[config.mk]
export PLATFORM = sky130hd
export DESIGN_NAME = proc_core
export DESIGN_NICKNAME = d
export VERILOG_FILES = /design/src/hw/proc_pkg.sv /design/src/hw/proc_core.sv /design/src/hw/proc_ctrl.sv /design/src/hw/proc_dpath_alu.sv /design/src/hw/proc_imm_gen.sv /design/src/hw/proc_regfile.sv
export VERILOG_INCLUDE_DIRS = /design/src /design/src/hw
export SDC_FILE = /design/constraint.sdc
export NUM_CORES = 2
export LEC_CHECK = 0
export BUFFER_PORTS_ARGS = -buffer_cell sky130_fd_sc_hd__clkbuf_2
export CORE_ASPECT_RATIO = 0.5
export CORE_MARGIN = 2
export CORE_UTILIZATION = 55
export CTS_CLUSTER_DIAMETER = 120
export DETAILED_ROUTE_END_ITERATION = 7
export PLACE_DENSITY = 0.74
export SLEW_MARGIN = 20
export SYNTH_ARGS = -nofsm -noshare
export SYNTH_HDL_FRONTEND = slang
export SYNTH_SLANG_ARGS = --single-unit
[constraint.sdc]
create_clock -name clk -period 9.2 [get_ports clk]
set_clock_uncertainty 0.2 [all_clocks]
set_input_delay 1.84 -clock clk [delete_from_list [all_inputs] [get_ports clk]]
set_output_delay 1.84 -clock clk [all_outputs]
set_load 0.03 [all_outputs]
[src/hw/proc_defs.svh]
// Widths are fixed for RV32I; changing PROC_XLEN alone does not resize the instruction formats
`ifndef PROC_DEFS_SVH
`define PROC_DEFS_SVH

// Data path and address width
`define PROC_XLEN 32

// Architectural register file size
`define PROC_NREGS 32

// Register index width, log2 of PROC_NREGS
`define PROC_REG_W 5

// Program counter value after reset
`define PROC_RESET_PC 32'h0000_0000

`endif

[src/hw/proc_pkg.sv]
// Covers only the RV32I opcodes executed by this core; load, store and system formats are absent
package proc_pkg;

        // ALU function codes, codes 13 to 15 give a zero result
        typedef enum logic [3:0] {
                ALU_ADD    = 4'd0,
                ALU_SUB    = 4'd1,
                ALU_AND    = 4'd2,
                ALU_OR     = 4'd3,
                ALU_XOR    = 4'd4,
                ALU_SLT    = 4'd5,
                ALU_SLTU   = 4'd6,
                ALU_SRA    = 4'd7,
                ALU_SRL    = 4'd8,
                ALU_SLL    = 4'd9,
                ALU_PC_ADD = 4'd10,                        // Sum with bit 0 cleared
                ALU_CP_OP0 = 4'd11,
                ALU_CP_OP1 = 4'd12
        } alu_fn_e;

        // Major opcodes handled by the core
        typedef enum logic [6:0] {
                OPC_OP     = 7'b0110011,
                OPC_OP_IMM = 7'b0010011,
                OPC_LUI    = 7'b0110111,
                OPC_AUIPC  = 7'b0010111,
                OPC_JAL    = 7'b1101111,
                OPC_JALR   = 7'b1100111,
                OPC_BRANCH = 7'b1100011
        } opcode_e;

        // One instruction word seen through each base format
        typedef union packed {
                struct packed {
                        logic [6:0] funct7;
                        logic [4:0] rs2;
                        logic [4:0] rs1;
                        logic [2:0] funct3;
                        logic [4:0] rd;
                        opcode_e    opcode;
                } r;
                struct packed {
                        logic [11:0] imm11_0;
                        logic [4:0]  rs1;
                        logic [2:0]  funct3;
                        logic [4:0]  rd;
                        opcode_e     opcode;
                } i;
                struct packed {
                        logic [6:0] imm11_5;
                        logic [4:0] rs2;
                        logic [4:0] rs1;
                        logic [2:0] funct3;
                        logic [4:0] imm4_0;
                        opcode_e    opcode;
                } s;
                struct packed {
                        logic       imm12;
                        logic [5:0] imm10_5;
                        logic [4:0] rs2;
                        logic [4:0] rs1;
                        logic [2:0] funct3;
                        logic [3:0] imm4_1;
                        logic       imm11;
                        opcode_e    opcode;
                } b;
                struct packed {
                        logic [19:0] imm31_12;
                        logic [4:0]  rd;
                        opcode_e     opcode;
                } u;
                struct packed {
                        logic       imm20;
                        logic [9:0] imm10_1;
                        logic       imm11;
                        logic [7:0] imm19_12;
                        logic [4:0] rd;
                        opcode_e    opcode;
                } j;
        } instr_u;

endpackage

[src/hw/proc_core.sv]
// Single-cycle core, one instruction per valid strobe; the caller must present the word at pc
`timescale 1ns/1ps
`include "proc_defs.svh"

module proc_core import proc_pkg::*; (
        input  logic                   clk,
        input  logic                   rst_n,
        input  logic                   instr_valid,
        input  logic [31:0]            instr,
        output logic [`PROC_XLEN-1:0]  pc,
        output logic                   commit_valid,
        output logic [`PROC_XLEN-1:0]  commit_pc,
        output logic                   commit_wb_en,
        output logic [`PROC_REG_W-1:0] commit_rd,
        output logic [`PROC_XLEN-1:0]  commit_wb_data
);

        instr_u                instr_w;
        alu_fn_e               alu_fn;
        logic                  op0_sel;
        logic [1:0]            op1_sel;
        logic                  imm_u_sel;
        logic                  wb_sel;
        logic                  wb_en;
        logic [1:0]            pc_sel;
        logic                  ops_eq;
        logic                  ops_lt;
        logic                  ops_ltu;
        logic [`PROC_XLEN-1:0] imm_i;
        logic [`PROC_XLEN-1:0] imm_b;
        logic [`PROC_XLEN-1:0] imm_u;
        logic [`PROC_XLEN-1:0] imm_j;
        logic [`PROC_XLEN-1:0] rs1_data;
        logic [`PROC_XLEN-1:0] rs2_data;
        logic [`PROC_XLEN-1:0] op0;
        logic [`PROC_XLEN-1:0] op1;
        logic [`PROC_XLEN-1:0] alu_out;
        logic [`PROC_XLEN-1:0] pc_plus4;
        logic [`PROC_XLEN-1:0] target;
        logic [`PROC_XLEN-1:0] pc_next;
        logic [`PROC_XLEN-1:0] wb_data;
        logic                  rf_wen;

        assign instr_w = instr_u'(instr);

        proc_ctrl ctrl0 (
                .instr     (instr_w),
                .ops_eq    (ops_eq),
                .ops_lt    (ops_lt),
                .ops_ltu   (ops_ltu),
                .alu_fn    (alu_fn),
                .op0_sel   (op0_sel),
                .op1_sel   (op1_sel),
                .imm_u_sel (imm_u_sel),
                .wb_sel    (wb_sel),
                .wb_en     (wb_en),
                .pc_sel    (pc_sel)
        );

        proc_imm_gen imm0 (
                .instr (instr_w),
                .imm_i (imm_i),
                .imm_b (imm_b),
                .imm_u (imm_u),
                .imm_j (imm_j)
        );

        assign rf_wen = instr_valid && wb_en;              // x0 filtered inside the regfile

        proc_regfile rf0 (
                .clk    (clk),
                .rst_n  (rst_n),
                .raddr0 (instr_w.r.rs1),
                .raddr1 (instr_w.r.rs2),
                .rdata0 (rs1_data),
                .rdata1 (rs2_data),
                .wen    (rf_wen),
                .waddr  (instr_w.r.rd),
                .wdata  (wb_data)
        );

        assign op0 = op0_sel ? pc : rs1_data;

        always_comb begin
                case (op1_sel)
                        2'd1:    op1 = imm_i;
                        2'd2:    op1 = imm_u;
                        default: op1 = rs2_data;
                endcase
        end

        proc_dpath_alu alu0 (
                .in0     (op0),
                .in1     (op1),
                .fn      (alu_fn),
                .out     (alu_out),
                .ops_eq  (ops_eq),
                .ops_lt  (ops_lt),
                .ops_ltu (ops_ltu)
        );

        assign pc_plus4 = pc + `PROC_XLEN'd4;
        assign target   = pc + (imm_u_sel ? imm_j : imm_b);     // Branch and JAL target
        assign wb_data  = wb_sel ? pc_plus4 : alu_out;

        always_comb begin
                case (pc_sel)
                        2'd1:    pc_next = target;
                        2'd2:    pc_next = alu_out;        // JALR
                        default: pc_next = pc_plus4;
                endcase
        end

        always_ff @(posedge clk) begin
                if (!rst_n) begin
                        pc           <= `PROC_RESET_PC;
                        commit_valid <= 1'b0;
                        commit_wb_en <= 1'b0;
                end else begin
                        commit_valid <= instr_valid;       // One-cycle pulse per retire
                        if (instr_valid) begin
                                pc           <= pc_next;
                                commit_wb_en <= wb_en;
                        end
                end
        end

        // Commit payload, qualified by commit_valid
        always_ff @(posedge clk) begin
                if (instr_valid) begin
                        commit_pc      <= pc;
                        commit_rd      <= instr_w.r.rd;
                        commit_wb_data <= wb_data;
                end
        end

endmodule

[src/hw/proc_ctrl.sv]
// Combinational decode; unsupported opcodes retire as no-ops and funct7 is checked only at bit 5
`timescale 1ns/1ps

module proc_ctrl import proc_pkg::*; (
        input  instr_u      instr,
        input  logic        ops_eq,
        input  logic        ops_lt,
        input  logic        ops_ltu,
        output alu_fn_e     alu_fn,
        output logic        op0_sel,                       // 0 rs1, 1 pc
        output logic [1:0]  op1_sel,                       // 0 rs2, 1 imm_i, 2 imm_u
        output logic        imm_u_sel,                     // Target adder takes the J immediate
        output logic        wb_sel,                        // 0 alu, 1 pc+4
        output logic        wb_en,
        output logic [1:0]  pc_sel                         // 0 pc+4, 1 target adder, 2 alu
);

        logic [2:0] funct3;
        logic       alt;                                   // funct7 bit 5, picks SUB or SRA
        alu_fn_e    arith_fn;
        logic       br_taken;

        assign funct3 = instr.r.funct3;
        assign alt    = instr.r.funct7[5];

        // Shared by OP and OP_IMM, the SUB case is masked for immediates below
        always_comb begin
                case (funct3)
                        3'b000:  arith_fn = alt ? ALU_SUB : ALU_ADD;
                        3'b001:  arith_fn = ALU_SLL;
                        3'b010:  arith_fn = ALU_SLT;
                        3'b011:  arith_fn = ALU_SLTU;
                        3'b100:  arith_fn = ALU_XOR;
                        3'b101:  arith_fn = alt ? ALU_SRA : ALU_SRL;
                        3'b110:  arith_fn = ALU_OR;
                        default: arith_fn = ALU_AND;
                endcase
        end

        always_comb begin
                case (funct3)
                        3'b000:  br_taken = ops_eq;        // BEQ
                        3'b001:  br_taken = !ops_eq;       // BNE
                        3'b100:  br_taken = ops_lt;        // BLT
                        3'b101:  br_taken = !ops_lt;       // BGE
                        3'b110:  br_taken = ops_ltu;       // BLTU
                        3'b111:  br_taken = !ops_ltu;      // BGEU
                        default: br_taken = 1'b0;          // Reserved encodings fall through
                endcase
        end

        always_comb begin
                alu_fn    = ALU_ADD;
                op0_sel   = 1'b0;
                op1_sel   = 2'd0;
                imm_u_sel = 1'b0;
                wb_sel    = 1'b0;
                wb_en     = 1'b0;
                pc_sel    = 2'd0;

                case (instr.r.opcode)
                        OPC_OP: begin
                                alu_fn = arith_fn;
                                wb_en  = 1'b1;
                        end
                        OPC_OP_IMM: begin
                                // No SUBI, bit 30 is immediate data
                                alu_fn  = (funct3 == 3'b000) ? ALU_ADD : arith_fn;
                                op1_sel = 2'd1;
                                wb_en   = 1'b1;
                        end
                        OPC_LUI: begin
                                alu_fn  = ALU_CP_OP1;
                                op1_sel = 2'd2;
                                wb_en   = 1'b1;
                        end
                        OPC_AUIPC: begin
                                op0_sel = 1'b1;
                                op1_sel = 2'd2;
                                wb_en   = 1'b1;
                        end
                        OPC_JAL: begin
                                imm_u_sel = 1'b1;
                                wb_sel    = 1'b1;
                                wb_en     = 1'b1;
                                pc_sel    = 2'd1;
                        end
                        OPC_JALR: begin
                                alu_fn  = ALU_PC_ADD;      // Target rs1+imm, bit 0 cleared
                                op1_sel = 2'd1;
                                wb_sel  = 1'b1;
                                wb_en   = 1'b1;
                                pc_sel  = 2'd2;
                        end
                        OPC_BRANCH: begin
                                pc_sel = br_taken ? 2'd1 : 2'd0;
                        end
                        default: begin
                                // Retire as a no-op
                        end
                endcase
        end

endmodule

[src/hw/proc_dpath_alu.sv]
// Combinational only; shifts use the low 5 bits of in1 and undefined function codes give zero
`timescale 1ns/1ps
`include "proc_defs.svh"

module proc_dpath_alu import proc_pkg::*; (
        input  logic [`PROC_XLEN-1:0] in0,
        input  logic [`PROC_XLEN-1:0] in1,
        input  alu_fn_e               fn,
        output logic [`PROC_XLEN-1:0] out,
        output logic                  ops_eq,
        output logic                  ops_lt,
        output logic                  ops_ltu
);

        logic [4:0]            shamt;
        logic [`PROC_XLEN-1:0] sum;

        assign shamt = in1[4:0];
        assign sum   = in0 + in1;                          // Shared by ADD and PC_ADD

        always_comb begin
                case (fn)
                        ALU_ADD:    out = sum;
                        ALU_SUB:    out = in0 - in1;
                        ALU_AND:    out = in0 & in1;
                        ALU_OR:     out = in0 | in1;
                        ALU_XOR:    out = in0 ^ in1;
                        ALU_SLT:    out = {31'b0, ops_lt};
                        ALU_SLTU:   out = {31'b0, ops_ltu};
                        ALU_SRA:    out = $signed(in0) >>> shamt;   // Sign bit fills in
                        ALU_SRL:    out = in0 >> shamt;
                        ALU_SLL:    out = in0 << shamt;
                        ALU_PC_ADD: out = {sum[`PROC_XLEN-1:1], 1'b0};
                        ALU_CP_OP0: out = in0;
                        ALU_CP_OP1: out = in1;
                        default:    out = '0;
                endcase
        end

        // Flags ignore fn so branches can read them with any function
        assign ops_eq  = (in0 == in1);
        assign ops_lt  = ($signed(in0) < $signed(in1));
        assign ops_ltu = (in0 < in1);

endmodule

[src/hw/proc_imm_gen.sv]
// Outputs every immediate format at once; the S immediate is not built since stores are unsupported
`timescale 1ns/1ps
`include "proc_defs.svh"

module proc_imm_gen import proc_pkg::*; (
        input  instr_u                instr,
        output logic [`PROC_XLEN-1:0] imm_i,
        output logic [`PROC_XLEN-1:0] imm_b,
        output logic [`PROC_XLEN-1:0] imm_u,
        output logic [`PROC_XLEN-1:0] imm_j
);

        // 12-bit signed, for OP_IMM and JALR
        assign imm_i = {{(`PROC_XLEN-12){instr.i.imm11_0[11]}}, instr.i.imm11_0};

        // 13-bit signed branch offset, always even
        assign imm_b = {{(`PROC_XLEN-13){instr.b.imm12}},
                        instr.b.imm12,
                        instr.b.imm11,
                        instr.b.imm10_5,
                        instr.b.imm4_1,
                        1'b0};

        // Upper 20 bits, low 12 zero
        assign imm_u = {instr.u.imm31_12, 12'b0};

        // 21-bit signed jump offset, always even
        assign imm_j = {{(`PROC_XLEN-21){instr.j.imm20}},
                        instr.j.imm20,
                        instr.j.imm19_12,
                        instr.j.imm11,
                        instr.j.imm10_1,
                        1'b0};

endmodule

[src/hw/proc_regfile.sv]
// Register 0 reads as zero and ignores writes; a read of the register being written returns the old value
`timescale 1ns/1ps
`include "proc_defs.svh"

module proc_regfile (
        input  logic                   clk,
        input  logic                   rst_n,
        input  logic [`PROC_REG_W-1:0] raddr0,
        input  logic [`PROC_REG_W-1:0] raddr1,
        output logic [`PROC_XLEN-1:0]  rdata0,
        output logic [`PROC_XLEN-1:0]  rdata1,
        input  logic                   wen,
        input  logic [`PROC_REG_W-1:0] waddr,
        input  logic [`PROC_XLEN-1:0]  wdata
);

        logic [`PROC_XLEN-1:0] regs [1:`PROC_NREGS-1];     // No storage for x0

        always_ff @(posedge clk) begin
                if (!rst_n) begin
                        for (int k = 1; k < `PROC_NREGS; k++) begin
                                regs[k] <= '0;
                        end
                end else if (wen && waddr != '0) begin
                        regs[waddr] <= wdata;
                end
        end

        // Reads bypass the array for index 0
        assign rdata0 = (raddr0 == '0) ? '0 : regs[raddr0];
        assign rdata1 = (raddr1 == '0) ? '0 : regs[raddr1];

endmodule

# Word level (Yosys, flattened, before mapping)
# Memory sizes are Yosys's and may differ from the RTL's.
# Index checks and enable logic that the tools add are counted.
classes:
  n_addsub: 4
  n_lt_le_gt_ge: 2
  n_eq_ne: 31
  shifts: 3
  mux: 28
  bitwise: 3
  n_reduce_logical: 15
op_table:
  columns: ["cell", "count"]
  rows:
  - ["32-bit case mux with 13 select lines", 1]
  - ["32-bit 2-to-1 mux", 5]
  - ["32-bit case mux with 2 select lines", 2]
  - ["32-bit adder", 2]
  - ["32-bit < comparator", 2]
  - ["32-bit by 3-bit adder with 32-bit output (second input constant)", 1]
  - ["32-bit AND", 1]
  - ["32-bit equality test", 1]
  - ["32-bit OR", 1]
  - ["32-bit OR reduction", 1]
  - ["32-bit by 5-bit << shifter with 32-bit output", 1]
  - ["32-bit by 5-bit >> shifter with 32-bit output", 1]
  - ["32-bit by 5-bit >>> shifter with 32-bit output", 1]
  - ["32-bit subtractor", 1]
  - ["32-bit XOR", 1]
  - ["4-bit case mux with 7 select lines", 1]
  - ["7-bit equality test (second input constant)", 3]
  - ["4-bit equality test (second input constant)", 5]
  - ["20-bit 2-to-1 mux", 1]
  - ["4-bit by 3-bit equality test with 1-bit output (second input constant)", 4]
  - ["4-bit case mux with 4 select lines", 1]
  - ["7-bit by 5-bit equality test with 1-bit output (second input constant)", 2]
  - ["7-bit by 6-bit equality test with 1-bit output (second input constant)", 2]
  - ["3-bit equality test (second input constant)", 4]
  - ["other kinds (20)", 41]
totals:
  register_bits: 103
  ramBits: 992
  output_inout_bits: 103
  word_cells: 93
  mem_count: 1
mem_list:
  columns: ["memory", "depth", "width", "read_ports", "rd_ports_with_merged_regs", "wr", "line", "text"]
  rows:
  - ["rf0.regs", 31, 32, 2, 0, 31, "proc_regfile.sv:17", "logic [`PROC_XLEN-1:0] regs [1:`PROC_NREGS-1];"]

# Depth between registers and ports, before layout
depth:
  ltp_word: 12
  ltp_mapped: 37
  mapped_depth_nobuf: 31

# Modules after synthesis
# From an unflattened synthesis, not the netlist that was laid out.
hier_totals:
  cells_unflattened: 5971
  area_unflattened_um2: 72881.1
modules_own_cells:
  columns: ["mod", "n_inst", "cells_per_inst", "area_per_inst_um2", "seq_area_each_um2"]
  rows:
  - ["proc_regfile", 1, 3505, 54214.5, 30749.5]
  - ["proc_dpath_alu", 1, 1334, 9253.9, 0.0]
  - ["proc_core", 1, 956, 8139.1, 2752.6]
  - ["proc_imm_gen", 1, 129, 964.7, 0.0]
  - ["proc_ctrl", 1, 47, 309.0, 0.0]

# Worst setup path after synthesis
# Ideal clock, no wire load.
synth_timing:
  path_type: "in2reg"
  start: "in instr[20]"
  end: "reg pc[31]"
  setup_ps: 132
  arrival_ps: 9283
  path_slack_ps: -415
  cell_stages: 35
  n_path_buf: 10
  cell_sequence: "buf_6 -> buf_6 -> buf_6 -> buf_6 -> buf_6 -> buf_2 -> mux4_2 -> mux2i_1 -> a32oi_1 -> nand2_1 -> o31a_1 -> buf_2 -> buf_1 -> clkbuf_1 -> ha_1 -> inv_1 -> o21bai_1 -> a21o_1 -> a21o_1 -> o211ai_1 -> a221oi_1 -> a221o_1 -> a211o_1 -> and3_1 -> o21a_1 -> nor3_1 -> a211oi_1 -> o31a_1 -> ha_1 -> clkbuf_1 -> clkinv_1 -> nand2_1 -> nor3_1 -> a21boi_0 -> or3b_2"
synth_between:
  elab_chain_cells: 10
  elab_cells_between_ends: 27
  cone_classes: "3 x add/sub; 2 x order compare; 3 x eq/ne; 3 x shift; 8 x mux; 3 x bitwise; 4 x reduce/logical; 1 x memory"
synth_rtl:
  columns: ["item", "line", "text"]
  rows:
  - ["from (decl)", "proc_core.sv:9", "input logic [31:0] instr,"]
  - ["memory read 31 x 32 bit or 5-bit logical NOT (tied branches)", null, null]
  - ["32-bit 2-to-1 mux", "proc_regfile.sv:31", "assign rdata1 = (raddr1 == '0) ? '0 : regs[raddr1];"]
  - ["32-bit case mux with 2 select lines", "proc_core.sv:85", "case (op1_sel)"]
  - ["32-bit < comparator (tied with other cells)", "proc_dpath_alu.sv:43", "assign ops_ltu = (in0 < in1);"]
  - ["1-bit logical NOT, on equally long branches", "proc_ctrl.sv:47, proc_ctrl.sv:43, proc_ctrl.sv:45", null]
  - ["1-bit case mux with 6 select lines", "proc_ctrl.sv:41", "case (funct3)"]
  - ["1-bit 2-to-1 mux", "proc_ctrl.sv:96", "pc_sel = br_taken ? 2'd1 : 2'd0;"]
  - ["2-bit case mux with 3 select lines", "proc_ctrl.sv:61", "case (instr.r.opcode)"]
  - ["2-bit equality test or 2-bit by 1-bit equality test with 1-bit output (tied branches)", "proc_core.sv:107", "case (pc_sel)"]
  - ["32-bit case mux with 2 select lines (*)", "proc_core.sv:107", null]
  - ["to (signal assigned)", "proc_core.sv:116", "pc <= `PROC_RESET_PC;"]
  - ["to (signal assigned)", "proc_core.sv:122", "pc <= pc_next;"]
  - ["to (decl)", "proc_core.sv:10", "output logic [`PROC_XLEN-1:0] pc,"]
# Every way passes the cells marked *; elsewhere a longest branch is shown, timed or not.
# A chain may end at the register's enable or synchronous reset.

# Worst setup path after layout
layout_timing:
  start: "in instr[17]"
  end: "reg pc[30]"
layout_between:
  elab_chain_cells: 10
  elab_cells_between_ends: 28
  cone_classes: "3 x add/sub; 2 x order compare; 3 x eq/ne; 3 x shift; 9 x mux; 3 x bitwise; 4 x reduce/logical; 1 x memory"
layout_rtl:
  columns: ["item", "line", "text"]
  rows:
  - ["memory read 31 x 32 bit or 5-bit logical NOT (tied branches)", null, null]
  - ["32-bit 2-to-1 mux", "proc_regfile.sv:30", "assign rdata0 = (raddr0 == '0) ? '0 : regs[raddr0];"]
  - ["32-bit 2-to-1 mux", "proc_core.sv:82", "assign op0 = op0_sel ? pc : rs1_data;"]
  - ["32-bit < comparator (tied with other cells)", "proc_dpath_alu.sv:43", null]
  - ["1-bit logical NOT, on equally long branches", "proc_ctrl.sv:47, proc_ctrl.sv:43, proc_ctrl.sv:45", null]
  - ["1-bit case mux with 6 select lines", "proc_ctrl.sv:41", null]
  - ["1-bit 2-to-1 mux", "proc_ctrl.sv:96", null]
  - ["2-bit case mux with 3 select lines", "proc_ctrl.sv:61", null]
  - ["2-bit equality test or 2-bit by 1-bit equality test with 1-bit output (tied branches)", "proc_core.sv:107", null]
  - ["32-bit case mux with 2 select lines (*)", "proc_core.sv:107", null]
# Marks and branches as above.

==> impl_metrics.ini <==
[final_layout]
area.growth.synth_to_final_pct = 13.82
final_nets = 6413
layout.cells.non_filler = 8046
final_cell_area_mm2 = 0.07912
drive_gt1_share_pct = 25.80

[logic_synthesis]
synth-async-reset-ratio_pct = 0
synth_edf_count = 1093
synth_area_leaders = edfxtp_1, mux4_2, nor2_1
synth_xor_area_share_pct = 1.021
yosysTopAreaCellShare_pct = 47.22
synth_seq_cells = 1127
synth_warnings = 0
yosysSeqAreaShare_pct = 48.20
synth_cell_types = 119
synth_area_mm2 = 0.06951
synth_compound_area_share_pct = 12.16
synthCells = 5883
avgSynthCellArea_um2 = 11.82
synth_area_leader_cell = edfxtp_1
synth_top_family_by_area = multiplexers
synth.area.mux_share_pct = 20.13
synth-simple-area-share_pct = 11.52
yosys_most_used_dff = edfxtp_1
synthAdderAreaFrac_pct = 2.210

[grt]
antenna_found_initial = 19
track_usage_pct = 48.97
grt_pass1_wl_um = 442600
overflow = 0
grt_max_degree = 79
grt_pass1_vias = 57394

[pwr]
ir_worst_vdd_v = 0.0001679
finalPower_mw = 16.11
power-per-cell-area_mw_per_mm2 = 203.6
leakagePower_nw = 31.05

[worst_hold_path]
hold_path_depth = 2
hold_end = commit_wb_en
hp-start = commit_wb_en
worst_hold_path_type = register to register

[job]
max-cap-violations = 0

[die]
start_util_pct = 55.30
die_w_um = 506.8
die-height_um = 255.4
dieArea_mm2 = 0.1294
ioPinCount = 138
num_rows = 92
coreArea_mm2 = 0.1257

[detailed_routing]
wirelength_um = 322800
route.detailed.drc = 0
drt_iter0_drc = 12181
wl_per_cell_um = 40.12
dr.pass1.iters = 7
ant_nets = 0
vias = 60642
viasPerCell = 7.537

[clock_tree]
cts_root_buffer = clkbuf_16
cts_tree = yes
cts_buffer_depth = 3
cts-hold-fix-buffers = 0
clk_pin_slew_ns = 0.07
clk_latency_ns = 0.79
numCtsBuffers = 100
cts_max_level = 3
cts_resized = 0
cts_setup_buffers = 0
cts_num_sinks = 1127

[status]
status = finished, final reports clean

[worst_setup_path]
worst_r2r_path_depth = 22
crit_start = instr[17]
cp-end-kind = register
r2r_end = rf0.regs[7][30]
required_ns = 9.63
start_kind = primary input
arrival_ns = 9.14
r2r-start = rf0.regs[10][9]
r2r_slack_ns = 1.82
cp_max_fo = 13
criticalPathCategory = primary input to register

[sta]
rsz0062_at_grt = false
max_freq_mhz = 114.8
finalHoldViolCount = 0
setup_viol_count_final = 0
period_minus_slack_ns = 8.710
slew-limit-headroom_pct = 19.44
fin_crit_sh_pct = 94.68
slew_violations = 0
worst_pin_slew_ns = 1.208

[placement]
dp.cells = 7847
dpl_cell_area_mm2 = 0.07566
dp_hpwl_um = 227300
place_congestion = 1.034
portBuffers = 137
[how the worst max path moves through the flow]
stage | cells after the start | end | slack (ns)
after floorplan | 35 | pc[31] | 0.11
after global placement | 24 | rf0.regs[22][30] | -0.17
after detailed placement | 30 | rf0.regs[13][30] | 0.09
after CTS | 30 | rf0.regs[13][30] | 0.82
after global routing | 30 | rf0.regs[28][30] | 0.38
final | 26 | pc[30] | 0.49
[through the flow]
stage | setup WS, ns | util [%] | setup TNS (ns) | hold WS, ns
after CTS | 0.8223 | 62.90 | 0 | 0.2817
after floorplan | 0.1085 | - | 0 | 0.3690
final | 0.4898 | 62.94 | 0 | 0.2744
after global placement | -0.1749 | 60.18 | -5.550 | 0.2594
after global routing | 0.3810 | 62.90 | 0 | 0.2801
after detailed placement | 0.09321 | 60.19 | 0 | 0.2721
[metal layers]
layer	GRT usage [%]	wire, µm	vias to the layer above
met4	22.70	20020	28
met2	66.28	128100	6198
met1	63.10	109300	29766
met3	27.84	64700	1372
li1	-	-	23278
met5	1.389	629	-
[Yosys cell counts, types with 36 or more instances]
| master | count |
|---|---|
| clkbuf_1 | 282 |
| mux4_2 | 428 |
| inv_1 | 134 |
| buf_4 | 41 |
| a221oi_1 | 47 |
| o21ai_0 | 136 |
| nor2_1 | 1085 |
| a21o_1 | 51 |
| nor3_1 | 81 |
| nand3_1 | 53 |
| mux2_2 | 40 |
| a211oi_1 | 68 |
| buf_2 | 142 |
| a31oi_1 | 37 |
| o22ai_1 | 41 |
| a21oi_1 | 247 |
| mux2i_1 | 370 |
| xnor2_1 | 51 |
| a22oi_1 | 113 |
| edfxtp_1 | 1093 |
| nor2_2 | 38 |
| ha_1 | 118 |
| and3_1 | 69 |
| nor2b_1 | 36 |
| o221ai_1 | 51 |
| nand2_1 | 294 |
[layout make-up]
cell class	count	area [µm²]
Antenna cell	20	50.05
Sequential cell	1127	33500
Multi-Input combinational cell	4091	33190
Timing Repair Buffer	778	6262
Tap cell	1692	2117
Fill cell	9762	46580
Inverter	159	599.3
Clock buffer	121	2603
Clock inverter	58	797.0
[cell usage in the layout, fill, tap and decap left out, drive strengths merged, types with 161 or more instances in the layout]
cell	n
clkbuf	251
buf	648
mux2i	371
edfxtp	1093
nor2	1123
inv	161
nand2	295
mux4	434
a21oi	249
o21ai	163
[critical path, stage by stage]
cell      delay [ns]
buf_4           0.26
buf_4           0.25
nor2b_4         0.53
buf_4           0.30
a22oi_1         0.10
and3_1          0.34
o41ai_1         0.87
buf_4           0.32
ha_1            0.26
a21o_1          0.17
a21o_1          0.21
o211ai_1        0.23
a221oi_1        0.13
a221o_1         0.39
a211o_1         0.41
and3_1          0.25
o21a_1          0.19
or2_0           0.20
a211oi_1        0.31
o31a_1          0.21
ha_1            0.26
buf_4           0.21
nor2_1          0.33
a21oi_1         0.12
o221a_2         0.14
a221oi_1        0.29
[where the power goes]
part           switching (mW)  internal, mW  leakage [nW]
clock                    2.11          2.44          1.64
combinational            3.72          1.76          17.9
sequential              0.176          5.91          11.5
[kinds of logic after synthesis]
| logic type | count (synthesis) |
|---|---|
| XOR/XNOR | 81 |
| adder cells (fa/ha/maj) | 121 |
| AND/OR/NAND/NOR | 1841 |
| other | 1 |
| buffers and inverters | 696 |
| AO/OA/AOI/OAI | 1169 |
| flip-flops | 1127 |
| multiplexers | 847 |
[state kept, by name, indices dropped and copies added (netlist names)]
name,flops
rf0.regs,1024
commit_pc,32
commit_wb_data,32
pc,32
commit_rd,5
commit_valid,1
commit_wb_en,1
(Power assumes the default switching activity.)
